## src/cn_relay_pkg.sv

```systemverilog
package cn_relay_pkg;

    // datapath widths
    localparam int CUR_W  = 32;  // currents, potential, threshold, spike count
    localparam int GAIN_W = 4;   // button prescaler and scaler

    // unsigned fixed point current or membrane potential
    typedef logic [CUR_W-1:0] current_t;

    // host configuration opcodes
    typedef enum logic [1:0] {
        CFG_EXTRA_DRIVE = 2'd0,  // load extra cortical drive
        CFG_THRESHOLD   = 2'd1,  // load firing threshold
        CFG_CLEAR_COUNT = 2'd2   // zero the spike counter, data ignored
    } cfg_op_e;

    // one request on the config port
    // host keeps it stable while req is high
    typedef struct packed {
        cfg_op_e  op;    // what to update
        current_t data;  // payload for drive / threshold
    } cfg_req_t;

    // state the config slave hands to the datapath
    typedef struct packed {
        current_t extra_drive;  // added straight into the drive sum
        current_t threshold;    // neuron fires at or above this
        logic     clear_count;  // one cycle pulse
    } cfg_state_t;

endpackage

```

## src/cfg_regs.sv

```systemverilog
`timescale 1ns/1ps

module cfg_regs #(
    parameter int unsigned RESET_THRESHOLD = 30720  // 30 << 10
) (
    input  logic                     ep50trig,
    input  logic                     reset_global,
    input  logic                     i_cfg_req,   // four-phase request from host
    input  cn_relay_pkg::cfg_req_t   i_cfg,       // stable while req is high
    output logic                     o_cfg_ack,
    output cn_relay_pkg::cfg_state_t o_cfg
);

    logic                   ack_q;
    logic                   apply;        // new request seen this cycle
    logic                   release_ack;  // host dropped req after our ack
    cn_relay_pkg::current_t extra_drive_q;
    cn_relay_pkg::current_t threshold_q;
    logic                   clear_q;

    // req high and ack low is the only point a request is taken,
    // ack stays high until req drops so one req pulse applies once
    assign apply       = i_cfg_req && !ack_q;
    assign release_ack = !i_cfg_req && ack_q;

    // handshake flop
    always_ff @(posedge ep50trig or posedge reset_global) begin
        if (reset_global) begin
            ack_q <= 1'b0;
        end else if (apply) begin
            ack_q <= 1'b1;   // phase 2
        end else if (release_ack) begin
            ack_q <= 1'b0;   // phase 4
        end
    end

    // register file, written on the same edge that raises ack
    always_ff @(posedge ep50trig or posedge reset_global) begin
        if (reset_global) begin
            extra_drive_q <= '0;
            threshold_q   <= cn_relay_pkg::current_t'(RESET_THRESHOLD);
            clear_q       <= 1'b0;
        end else begin
            clear_q <= 1'b0;  // pulse lasts one cycle only
            if (apply) begin
                case (i_cfg.op)
                    cn_relay_pkg::CFG_EXTRA_DRIVE: begin
                        extra_drive_q <= i_cfg.data;
                    end
                    cn_relay_pkg::CFG_THRESHOLD: begin
                        threshold_q <= i_cfg.data;
                    end
                    cn_relay_pkg::CFG_CLEAR_COUNT: begin
                        clear_q <= 1'b1;  // nothing stored, data ignored
                    end
                    default: begin
                        // unused opcode, acked but no effect
                    end
                endcase
            end
        end
    end

    assign o_cfg_ack         = ack_q;
    assign o_cfg.extra_drive = extra_drive_q;
    assign o_cfg.threshold   = threshold_q;
    assign o_cfg.clear_count = clear_q;

endmodule

```

## src/cn_neuron.sv

```systemverilog
`timescale 1ns/1ps

module cn_neuron #(
    parameter int unsigned LEAK_SHIFT = 4  // leak is v/2^LEAK_SHIFT per step
) (
    input  logic                   ep50trig,
    input  logic                   reset_global,
    input  cn_relay_pkg::current_t i_drive,        // latched input current
    input  cn_relay_pkg::current_t i_threshold,
    input  logic                   i_clear_count,  // wins over an increment
    output logic                   o_spike,        // high one cycle per firing
    output cn_relay_pkg::current_t o_spike_count
);

    cn_relay_pkg::current_t potential_q;
    cn_relay_pkg::current_t leak;
    cn_relay_pkg::current_t potential_d;  // candidate before the threshold test
    logic                   fire;
    logic                   spike_q;
    cn_relay_pkg::current_t count_q;

    assign leak = potential_q >> LEAK_SHIFT;

    // integrate and leak in one step
    assign potential_d = potential_q + i_drive - leak;

    // threshold compare on the new value
    assign fire = (potential_d >= i_threshold);

    // membrane and spike flag
    always_ff @(posedge ep50trig or posedge reset_global) begin
        if (reset_global) begin
            potential_q <= '0;
            spike_q     <= 1'b0;
        end else if (fire) begin
            potential_q <= '0;    // reset to rest after firing
            spike_q     <= 1'b1;
        end else begin
            potential_q <= potential_d;
            spike_q     <= 1'b0;
        end
    end

    // spike counter
    always_ff @(posedge ep50trig or posedge reset_global) begin
        if (reset_global) begin
            count_q <= '0;
        end else if (i_clear_count) begin
            count_q <= '0;               // a spike in this cycle is dropped
        end else if (fire) begin
            count_q <= count_q + 1'b1;
        end
    end

    assign o_spike       = spike_q;
    assign o_spike_count = count_q;

endmodule

```

## src/cn_relay_top.sv

```systemverilog
`timescale 1ns/1ps

module cn_relay_top #(
    parameter int unsigned SYN_WEIGHT      = 100,
    parameter int unsigned DECAY_SHIFT     = 3,
    parameter int unsigned COMP_SHIFT      = 9,
    parameter int unsigned LEAK_SHIFT      = 4,
    parameter int unsigned RESET_THRESHOLD = 30720  // 30 << 10
) (
    input  logic                            ep50trig,      // one simulation step per edge
    input  logic                            reset_global,
    input  logic                            i_spike_ia,
    input  logic                            i_spike_ii,
    input  logic                            i_button,
    input  logic                            i_cfg_req,
    input  cn_relay_pkg::cfg_req_t          i_cfg,
    output logic                            o_cfg_ack,
    output cn_relay_pkg::current_t          o_drive,
    output logic [cn_relay_pkg::GAIN_W-1:0] o_scaler,
    output logic                            o_spike,
    output cn_relay_pkg::current_t          o_spike_count
);

    cn_relay_pkg::current_t          sensory;  // compensated afferent current
    logic [cn_relay_pkg::GAIN_W-1:0] scaler;
    cn_relay_pkg::cfg_state_t        cfg;
    cn_relay_pkg::current_t          drive;

    sensory_path #(
        .SYN_WEIGHT  (SYN_WEIGHT),
        .DECAY_SHIFT (DECAY_SHIFT),
        .COMP_SHIFT  (COMP_SHIFT)
    ) u_sensory_path (
        .ep50trig     (ep50trig),
        .reset_global (reset_global),
        .i_spike_ia   (i_spike_ia),
        .i_spike_ii   (i_spike_ii),
        .o_sensory    (sensory)
    );

    gain_button_ctrl u_gain_button_ctrl (
        .ep50trig     (ep50trig),
        .reset_global (reset_global),
        .i_button     (i_button),
        .o_scaler     (scaler)
    );

    cfg_regs #(
        .RESET_THRESHOLD (RESET_THRESHOLD)
    ) u_cfg_regs (
        .ep50trig     (ep50trig),
        .reset_global (reset_global),
        .i_cfg_req    (i_cfg_req),
        .i_cfg        (i_cfg),
        .o_cfg_ack    (o_cfg_ack),
        .o_cfg        (cfg)
    );

    drive_combiner u_drive_combiner (
        .ep50trig      (ep50trig),
        .reset_global  (reset_global),
        .i_sensory     (sensory),
        .i_scaler      (scaler),
        .i_extra_drive (cfg.extra_drive),
        .o_drive       (drive)
    );

    // relay cell
    cn_neuron #(
        .LEAK_SHIFT (LEAK_SHIFT)
    ) u_cn_neuron (
        .ep50trig      (ep50trig),
        .reset_global  (reset_global),
        .i_drive       (drive),
        .i_threshold   (cfg.threshold),
        .i_clear_count (cfg.clear_count),
        .o_spike       (o_spike),
        .o_spike_count (o_spike_count)
    );

    assign o_drive  = drive;   // latched drive also seen by the host
    assign o_scaler = scaler;

endmodule

```

## src/drive_combiner.sv

```systemverilog
`timescale 1ns/1ps

module drive_combiner (
    input  logic                            ep50trig,
    input  logic                            reset_global,
    input  cn_relay_pkg::current_t          i_sensory,      // compensated afferent current
    input  logic [cn_relay_pkg::GAIN_W-1:0] i_scaler,       // button gain 0..7
    input  cn_relay_pkg::current_t          i_extra_drive,  // host cortical drive
    output cn_relay_pkg::current_t          o_drive
);

    cn_relay_pkg::current_t scaler_ext;    // scaler widened to datapath
    cn_relay_pkg::current_t sensory_gain;  // gain scaled copy
    cn_relay_pkg::current_t drive_sum;
    cn_relay_pkg::current_t drive_q;

    assign scaler_ext = cn_relay_pkg::current_t'(i_scaler);

    // product kept at datapath width, upper bits dropped
    assign sensory_gain = i_sensory * scaler_ext;

    // base current always passes, gain adds on top of it
    assign drive_sum = i_sensory + sensory_gain + i_extra_drive;

    // latch once per step so the neuron integrates a steady value
    always_ff @(posedge ep50trig or posedge reset_global) begin
        if (reset_global) begin
            drive_q <= '0;
        end else begin
            drive_q <= drive_sum;
        end
    end

    assign o_drive = drive_q;

endmodule

```

## src/gain_button_ctrl.sv

```systemverilog
`timescale 1ns/1ps

module gain_button_ctrl (
    input  logic                            ep50trig,
    input  logic                            reset_global,
    input  logic                            i_button,   // toggles once per press, async
    output logic [cn_relay_pkg::GAIN_W-1:0] o_scaler    // 0..7 sensory gain step
);

    localparam logic [cn_relay_pkg::GAIN_W-1:0] PRESCALE_MAX = 4'd14;  // wraps after this

    logic                            sync1;
    logic                            sync2;
    logic                            level_change;
    logic [cn_relay_pkg::GAIN_W-1:0] prescaler;

    // two flop synchronizer for the button level
    always_ff @(posedge ep50trig or posedge reset_global) begin
        if (reset_global) begin
            sync1 <= 1'b0;
            sync2 <= 1'b0;
        end else begin
            sync1 <= i_button;
            sync2 <= sync1;
        end
    end

    // any edge of the button counts, rising or falling
    assign level_change = sync1 ^ sync2;

    always_ff @(posedge ep50trig or posedge reset_global) begin
        if (reset_global) begin
            prescaler <= '0;
        end else if (level_change) begin
            if (prescaler == PRESCALE_MAX) begin
                prescaler <= '0;  // 14 -> 0, scaler goes 7 -> 0
            end else begin
                prescaler <= prescaler + 1'b1;
            end
        end
    end

    // two toggles per gain step
    assign o_scaler = prescaler >> 1;

endmodule

```

## src/sensory_path.sv

```systemverilog
`timescale 1ns/1ps

module sensory_path #(
    parameter int unsigned SYN_WEIGHT  = 100,
    parameter int unsigned DECAY_SHIFT = 3,
    parameter int unsigned COMP_SHIFT  = 9   // neuron compensation gain, 2^COMP_SHIFT
) (
    input  logic                   ep50trig,
    input  logic                   reset_global,
    input  logic                   i_spike_ia,  // primary spindle afferent
    input  logic                   i_spike_ii,  // secondary spindle afferent
    output cn_relay_pkg::current_t o_sensory
);

    cn_relay_pkg::current_t current_ia;
    cn_relay_pkg::current_t current_ii;
    cn_relay_pkg::current_t current_sum;

    // Ia synapse
    synapse_current #(
        .SYN_WEIGHT  (SYN_WEIGHT),
        .DECAY_SHIFT (DECAY_SHIFT)
    ) u_syn_ia (
        .ep50trig     (ep50trig),
        .reset_global (reset_global),
        .i_spike      (i_spike_ia),
        .o_current    (current_ia)
    );

    // II synapse, same weight and time constant as Ia
    synapse_current #(
        .SYN_WEIGHT  (SYN_WEIGHT),
        .DECAY_SHIFT (DECAY_SHIFT)
    ) u_syn_ii (
        .ep50trig     (ep50trig),
        .reset_global (reset_global),
        .i_spike      (i_spike_ii),
        .o_current    (current_ii)
    );

    assign current_sum = current_ia + current_ii;  // both afferents onto one cell

    // scale up before the relay neuron, same cycle as the sum
    // top bits fall off if the sum is large, values are kept small in practice
    assign o_sensory = current_sum << COMP_SHIFT;

endmodule

```

## src/synapse_current.sv

```systemverilog
`timescale 1ns/1ps

module synapse_current #(
    parameter int unsigned SYN_WEIGHT  = 100,  // jump per afferent spike
    parameter int unsigned DECAY_SHIFT = 3     // decay rate is 1/2^DECAY_SHIFT per step
) (
    input  logic                   ep50trig,
    input  logic                   reset_global,
    input  logic                   i_spike,    // one afferent spike per high cycle
    output cn_relay_pkg::current_t o_current
);

    cn_relay_pkg::current_t current_q;
    cn_relay_pkg::current_t decay;   // amount lost this step
    cn_relay_pkg::current_t kick;    // amount gained this step
    cn_relay_pkg::current_t current_d;

    // geometric decay, integer form of the exponential synapse
    assign decay = current_q >> DECAY_SHIFT;

    assign kick = i_spike ? cn_relay_pkg::current_t'(SYN_WEIGHT)
                          : '0;  // no spike, no weight term

    // decay never exceeds the current itself so no underflow here
    assign current_d = current_q - decay + kick;

    always_ff @(posedge ep50trig or posedge reset_global) begin
        if (reset_global) begin
            current_q <= '0;
        end else begin
            current_q <= current_d;  // one simulation step per clock
        end
    end

    assign o_current = current_q;

endmodule

```

## config.mk

```make
export PLATFORM = sky130hd
export DESIGN_NAME = cn_relay_top
export DESIGN_NICKNAME = d
export VERILOG_FILES = /design/src/cn_relay_pkg.sv /design/src/cfg_regs.sv /design/src/cn_neuron.sv /design/src/cn_relay_top.sv /design/src/drive_combiner.sv /design/src/gain_button_ctrl.sv /design/src/sensory_path.sv /design/src/synapse_current.sv
export SDC_FILE = /design/constraint.sdc
export NUM_CORES = 1
export LEC_CHECK = 0
export BUFFER_PORTS_ARGS = -buffer_cell sky130_fd_sc_hd__buf_2
export CAP_MARGIN = 20
export CORE_MARGIN = 2
export CORE_UTILIZATION = 30
export CTS_CLUSTER_SIZE = 25
export DETAILED_ROUTE_END_ITERATION = 7
export PLACE_DENSITY = 0.43
export REMOVE_ABC_BUFFERS = 1
export SYNTH_ARGS = -nofsm -noshare
export SYNTH_HDL_FRONTEND = slang
export SYNTH_SLANG_ARGS = --single-unit
```

## constraint.sdc

```tcl
create_clock -name ep50trig -period 11.63 [get_ports ep50trig]
set_input_delay 1.7445 -clock ep50trig [delete_from_list [all_inputs] [get_ports ep50trig]]
set_output_delay 1.7445 -clock ep50trig [all_outputs]
set_load 0.01 [all_outputs]
```

==> impl_metrics.json, run 1 <==
{
  "initial_core_util": 0.304,
  "cts-resized-gates": 0,
  "end_kind": "register",
  "synth_seq_area_share": 0.303,
  "yosys.area.top_type": "dfrtp_1",
  "synth_edf_count": 0,
  "syn_avg_cell_area_sq_um": 9.17,
  "outcome": "finished, final reports clean",
  "max-clock-path-buffers": 3,
  "routedWlPerCell_um": 15.3,
  "synth-seq-cells": 233,
  "finalNetCount": 2585,
  "clock_latency_ns": 0.54,
  "setup-tns-final_ns": 0,
  "cts_setup_buffers": 0,
  "remaining_drc_errors": 0,
  "antenna_cells": 0,
  "rsz0062_at_grt": "no",
  "hold_path_class": "reg -> reg",
  "post_synth_instance_area_sq_mm": 0.0193,
  "num_io_pins": 110,
  "crit_top_cell": "a21oi_1",
  "cts_tree": "yes",
  "fin_util": 0.346,
  "place.gp.congestion": 0.841,
  "grt_usage": 0.146,
  "ant_nets": 0,
  "antenna_found_initial": 1,
  "crit_required_ns": 12.07,
  "slew_headroom": 0.334,
  "tightest_slew_ns": 1.00,
  "ys_warn_count": 0,
  "cp-start-kind": "register",
  "skew_ns": 0.0156,
  "yosys-top-cells-area": "dfrtp_1, ha_1, fa_1",
  "n_fill_cell": 6601,
  "cts_made_buffers": 34,
  "synth_flop_cell": "dfrtp_1",
  "slowest_delay_ns": 0.50,
  "fp.dieH_um": 257,
  "clk_pin_slew_worst_paths_ns": 0.06,
  "fp.coreArea_sq_mm": 0.0633,
  "cap_violations": 0,
  "avgViaCountPerCell": 4.67,
  "cts.sinks": 233,
  "cts_max_level": 2,
  "drive_gt1_frac": 0.105,
  "cp_max_fo": 5,
  "period_share": 0.671,
  "critical_path_class": "reg -> reg",
  "grt_pass1_vias": 15145,
  "yosysUniqueCellTypes": 72,
  "post-route-min-period_ns": 7.80,
  "vias": 14428,
  "async_flop_share": 1.00,
  "dp_hpwl_um": 37200,
  "dieArea_sq_mm": 0.0663,
  "drtIter0Drc": 663,
  "max_freq_mhz": 128,
  "finalSetupViolCount": 0,
  "grt_pass1_wl_um": 78600,
  "dr.pass1.iters": 5,
  "grt-ovfl-total": 0,
  "port_buffers": 108,
  "cpMaxStageDelayCell": "o41ai_1",
  "num_rows": 92,
  "synth.top_cell.area_share": 0.297,
  "die_x_um": 257,
  "slew_violations": 0,
  "grt_max_degree": 105,
  "syn_to_final_growth_pct": 13.8,
  "cp.arrival_ns": 8.24,
  "root_buffer": "clkbuf_16",
  "wl_um": 47400,
  "timing_hold_violations_final": 0,
  "ctsHoldBuffers": 0,
  "syn_inst": 2103
}
==> state kept, by name, summed over array words and instances (netlist names) <==
| register | count |
|---|---|
| u_cfg_regs.clear_q | 1 |
| u_cn_neuron.o_spike_count | 32 |
| u_cn_neuron.potential_q | 32 |
| u_cfg_regs.extra_drive_q | 32 |
| u_cfg_regs.threshold_q | 32 |
| u_cfg_regs.o_cfg_ack | 1 |
| u_sensory_path.u_syn_ii.o_current | 32 |
| u_sensory_path.u_syn_ia.o_current | 32 |
| u_gain_button_ctrl.sync1 | 1 |
| u_gain_button_ctrl.sync2 | 1 |
| u_cn_neuron.o_spike | 1 |
| u_gain_button_ctrl.prescaler | 4 |
| u_drive_combiner.o_drive | 32 |
==> final cells by class <==
type	instances	area, sq um	area share
well taps	846	1060	0.0483
clock buffers	51	1010	0.0459
multi-input cells	1460	11900	0.543
inverters	372	1400	0.0640
repair buffers	118	636	0.0290
clock inverters	7	85.1	0.00388
flip-flops and latches	233	5840	0.266
==> worst max-delay path, delay by kind of cell, from the launching register on <==
family                   cells  cell delay (ns)
buffers and inverters        4             0.21
adder cells (fa/ha/maj)      6             2.21
AO/OA/AOI/OAI               14             2.82
flip-flops                   1             0.37
AND/OR/NAND/NOR              6             0.94
XOR/XNOR                     5             1.14
==> synthesized netlist by cell type (4+ instances only) <==
cell type / instances
inv_1: 372
ha_1: 245
dfrtp_1: 229
nand2_1: 146
a21oi_1: 116
nor2_1: 114
xnor2_1: 102
a21o_1: 87
fa_1: 81
o21ai_0: 66
xor2_1: 65
mux2_2: 52
nor2b_1: 46
nand3_1: 39
and3_1: 36
clkbuf_1: 30
nand4_1: 28
nor3_1: 28
o21bai_1: 19
o21a_1: 18
a211oi_1: 16
nand2b_1: 16
or3_1: 14
a31oi_1: 11
and2_1: 11
o21ai_1: 10
and4_1: 7
a211o_1: 6
nor4_1: 6
o31ai_1: 6
o211ai_1: 5
buf_4: 4
dfstp_2: 4
o41ai_1: 4
==> per-stage QoR <==
step                      cells  area (sq um)  hold WS (ns)  worst slack [ns]
after global routing       3087         21900         0.388              3.17
final                      3087         21900         0.364              3.83
after global placement     3028         20800         0.355              3.79
after detailed placement   3028         20800         0.362              3.72
after floorplan            2065         19100         0.350              2.73
after CTS                  3086         21900         0.369              3.70
==> cell usage in the layout, fill, tap and decap left out, types with 28 or more instances in the layout <==
master	Yosys	layout
inv_1	372	371
ha_1	245	245
dfrtp_1	229	229
nand2_1	146	146
a21oi_1	116	116
nor2_1	114	114
buf_2	1	108
xnor2_1	102	102
a21o_1	87	87
fa_1	81	81
o21ai_0	66	66
xor2_1	65	65
mux2_2	52	52
nor2b_1	46	46
nand3_1	39	39
and3_1	36	36
clkbuf_16	0	35
nand4_1	28	28
nor3_1	28	28
==> routing by layer <==
layer,share of wire,vias to the layer above,global-route usage
met4,0.021,2,0.0393
met5,0.00023,-,0
met3,0.033,65,0.0216
met2,0.48,184,0.250
met1,0.47,6896,0.190
li1,-,7281,-
==> cells by family (layout without fill, tap and decap cells) <==
kind of cell | count (synthesis) | after routing | synth area share
buffers and inverters | 410 | 548 | 0.0807
AOI/OAI and AO/OA | 401 | 401 | 0.135
adders and majority gates | 326 | 326 | 0.243
other | 1 | 1 | 0.000195
xor gates and xnor gates | 168 | 168 | 0.0771
DFF | 233 | 233 | 0.303
and+or+nand+nor | 509 | 509 | 0.130
muxes | 55 | 55 | 0.0319
==> worst paths after layout <==
path / from / end / slack, ns / cells past startpoint
worst max-delay path: u_sensory_path.u_syn_ia.o_current[0] / u_drive_combiner.o_drive[31] / 3.83 / 35
worst min-delay path: u_cfg_regs.extra_drive_q[8] / u_drive_combiner.o_drive[8] / 0.36 / 0
worst max register to register: u_sensory_path.u_syn_ia.o_current[0] / u_drive_combiner.o_drive[31] / 3.83 / 35
worst min register to register: u_cfg_regs.extra_drive_q[8] / u_drive_combiner.o_drive[8] / 0.36 / 0
max in group asynchronous: reset_global / u_cfg_regs.extra_drive_q[8] / 8.79 / 3
min in group asynchronous: reset_global / u_cfg_regs.threshold_q[28] / 1.35 / 2
Power of run 1 is left out: the tool's default activity adds up to more than one toggle a clock period on the data nets, which glitch-free logic cannot reach.
==> run 2, diff against run 1 <==
--- a/config.mk
+++ b/config.mk
@@ -11,7 +11,7 @@
 export CORE_UTILIZATION = 30
 export CTS_CLUSTER_SIZE = 25
 export DETAILED_ROUTE_END_ITERATION = 7
-export PLACE_DENSITY = 0.43
+export PLACE_DENSITY = 0.45
 export REMOVE_ABC_BUFFERS = 1
 export SYNTH_ARGS = -nofsm -noshare
 export SYNTH_HDL_FRONTEND = slang
==> constraint.sdc (replaced) <==
create_clock -name ep50trig -period 7 [get_ports ep50trig]
set_input_delay 1.05 -clock ep50trig [delete_from_list [all_inputs] [get_ports ep50trig]]
set_output_delay 1.05 -clock ep50trig [all_outputs]
set_load 0.01 [all_outputs]
==> run 2 against run 1 <==
Wire length is 3.7% lower. Die area unchanged. Global-route usage is 0.66 points lower. Critical path type unchanged. Non-clock buffer count rose by 36. Fmax rose by 17%. Sequential cell count unchanged. Core utilization grew 0.50 points.
==> impl_metrics.json, run 2 (synthesized netlist as in run 1, its figures left out) <==
{
  "grt_pass1_wl_um": 76100,
  "initial_core_util": 0.304,
  "num_io_pins": 110,
  "drtIter0Drc": 593,
  "period_share": 0.953,
  "critical_path_class": "reg -> reg",
  "setup-tns-final_ns": 0,
  "fin_util": 0.351,
  "slew_violations": 0,
  "cts.sinks": 233,
  "grt_max_degree": 104,
  "num_rows": 92,
  "clk_pin_slew_worst_paths_ns": 0.06,
  "cp.arrival_ns": 7.12,
  "met3_length_um": 1390,
  "rsz0062_at_grt": "yes",
  "grt_usage": 0.139,
  "die_x_um": 257,
  "max-clock-path-buffers": 3,
  "finalSetupViolCount": 0,
  "antenna_cells": 0,
  "outcome": "finished, final reports clean",
  "dieArea_sq_mm": 0.0663,
  "avgViaCountPerCell": 4.61,
  "wl_um": 45600,
  "slew_headroom": 0.410,
  "port_buffers": 108,
  "layout_commonest_cell": "inv_1",
  "vias": 14353,
  "hold_path_class": "reg -> reg",
  "syn_to_final_growth_pct": 15.4,
  "cp-start-kind": "register",
  "final_cell_mix": "inv_1, ha_1, dfrtp_1",
  "skew_ns": 0.0154,
  "remaining_drc_errors": 0,
  "cp_max_fo": 4,
  "highest_layer": "met5",
  "root_buffer": "clkbuf_16",
  "antenna_found_initial": 1,
  "place.gp.congestion": 0.813,
  "slowest_delay_ns": 0.56,
  "wl_met2_um": 22000,
  "drive_gt1_frac": 0.136,
  "routedWlPerCell_um": 14.6,
  "fp.dieH_um": 257,
  "grt_pass1_vias": 15083,
  "wl_met1_um": 21300,
  "cts_made_buffers": 29,
  "crit_required_ns": 7.45,
  "max_freq_mhz": 150,
  "timing_hold_violations_final": 0,
  "tightest_slew_ns": 0.884,
  "cpMaxStageDelayCell": "fa_1",
  "grt-ovfl-total": 0,
  "fp.coreArea_sq_mm": 0.0633,
  "cts_tree": "yes",
  "ant_nets": 0,
  "dr.pass1.iters": 5,
  "finalNetCount": 2616,
  "end_kind": "register",
  "cts_max_level": 1,
  "ctsHoldBuffers": 0,
  "dp_hpwl_um": 36200,
  "clock_latency_ns": 0.57,
  "cap_violations": 0,
  "post-route-min-period_ns": 6.67
}
==> run 2: metal layers <==
layer	GRT usage	vias to the layer above
li1	-	7324
met1	0.180	6823
met2	0.246	155
met3	0.0167	49
met4	0.0307	2
met5	0	-
==> run 2: critical path, delay by kind of cell, from the launching register on <==
| family | cells | cell delay [ns] |
|---|---|---|
| fa+ha+maj | 6 | 2.09 |
| compound gates | 14 | 2.24 |
| xor+xnor | 5 | 0.89 |
| buf+inv | 4 | 0.19 |
| simple gates | 6 | 0.77 |
| flops | 1 | 0.35 |
==> run 2: metrics by stage <==
step           setup slack [ns]  hold slack [ns]  std cells  area, sq um
2_1_floorplan             -1.90            0.350       2065        19100
3_3_place_gp             0.0172            0.353       3062        21100
3_5_place_dp            -0.0494            0.361       3062        21100
4_1_cts                  0.0315            0.375       3111        22000
5_1_grt                  -0.112            0.390       3114        22200
6_report                  0.331            0.371       3114        22200
==> run 2: path summary, 6_finish.rpt <==
kind                                                       from                            to  depth (start not counted)  slack, ns
min reg2reg                         u_cfg_regs.extra_drive_q[8]   u_drive_combiner.o_drive[8]                          0       0.37
min                                 u_cfg_regs.extra_drive_q[8]   u_drive_combiner.o_drive[8]                          0       0.37
max                        u_sensory_path.u_syn_ia.o_current[0]  u_drive_combiner.o_drive[31]                         35       0.33
max in group asynchronous                          reset_global  u_drive_combiner.o_drive[20]                          3       4.94
max reg2reg                u_sensory_path.u_syn_ia.o_current[0]  u_drive_combiner.o_drive[31]                         35       0.33
min in group asynchronous                          reset_global    u_cfg_regs.threshold_q[29]                          2       0.60
==> run 2: repair_timing <==
| action | CTS | global route |
|---|---|---|
| buffers inserted | 0 | 3 |
| gates resized for setup | 2 | 45 |
| setup endpoints to repair | 1 | 5 |
| gates cloned | 0 | 0 |
| pin swaps | 0 | 32 |
==> run 2: area by class of cell <==
class                           count  area [sq um]
Clock inverter                     10           108
Sequential cell                   233          5840
Timing Repair Buffer              154           898
Fill cell                        6546         41100
Inverter                          372          1400
Clock buffer                       39           813
Multi-Input combinational cell   1460         12100
Tap cell                          846          1060
Power of run 2 is left out for the same reason.
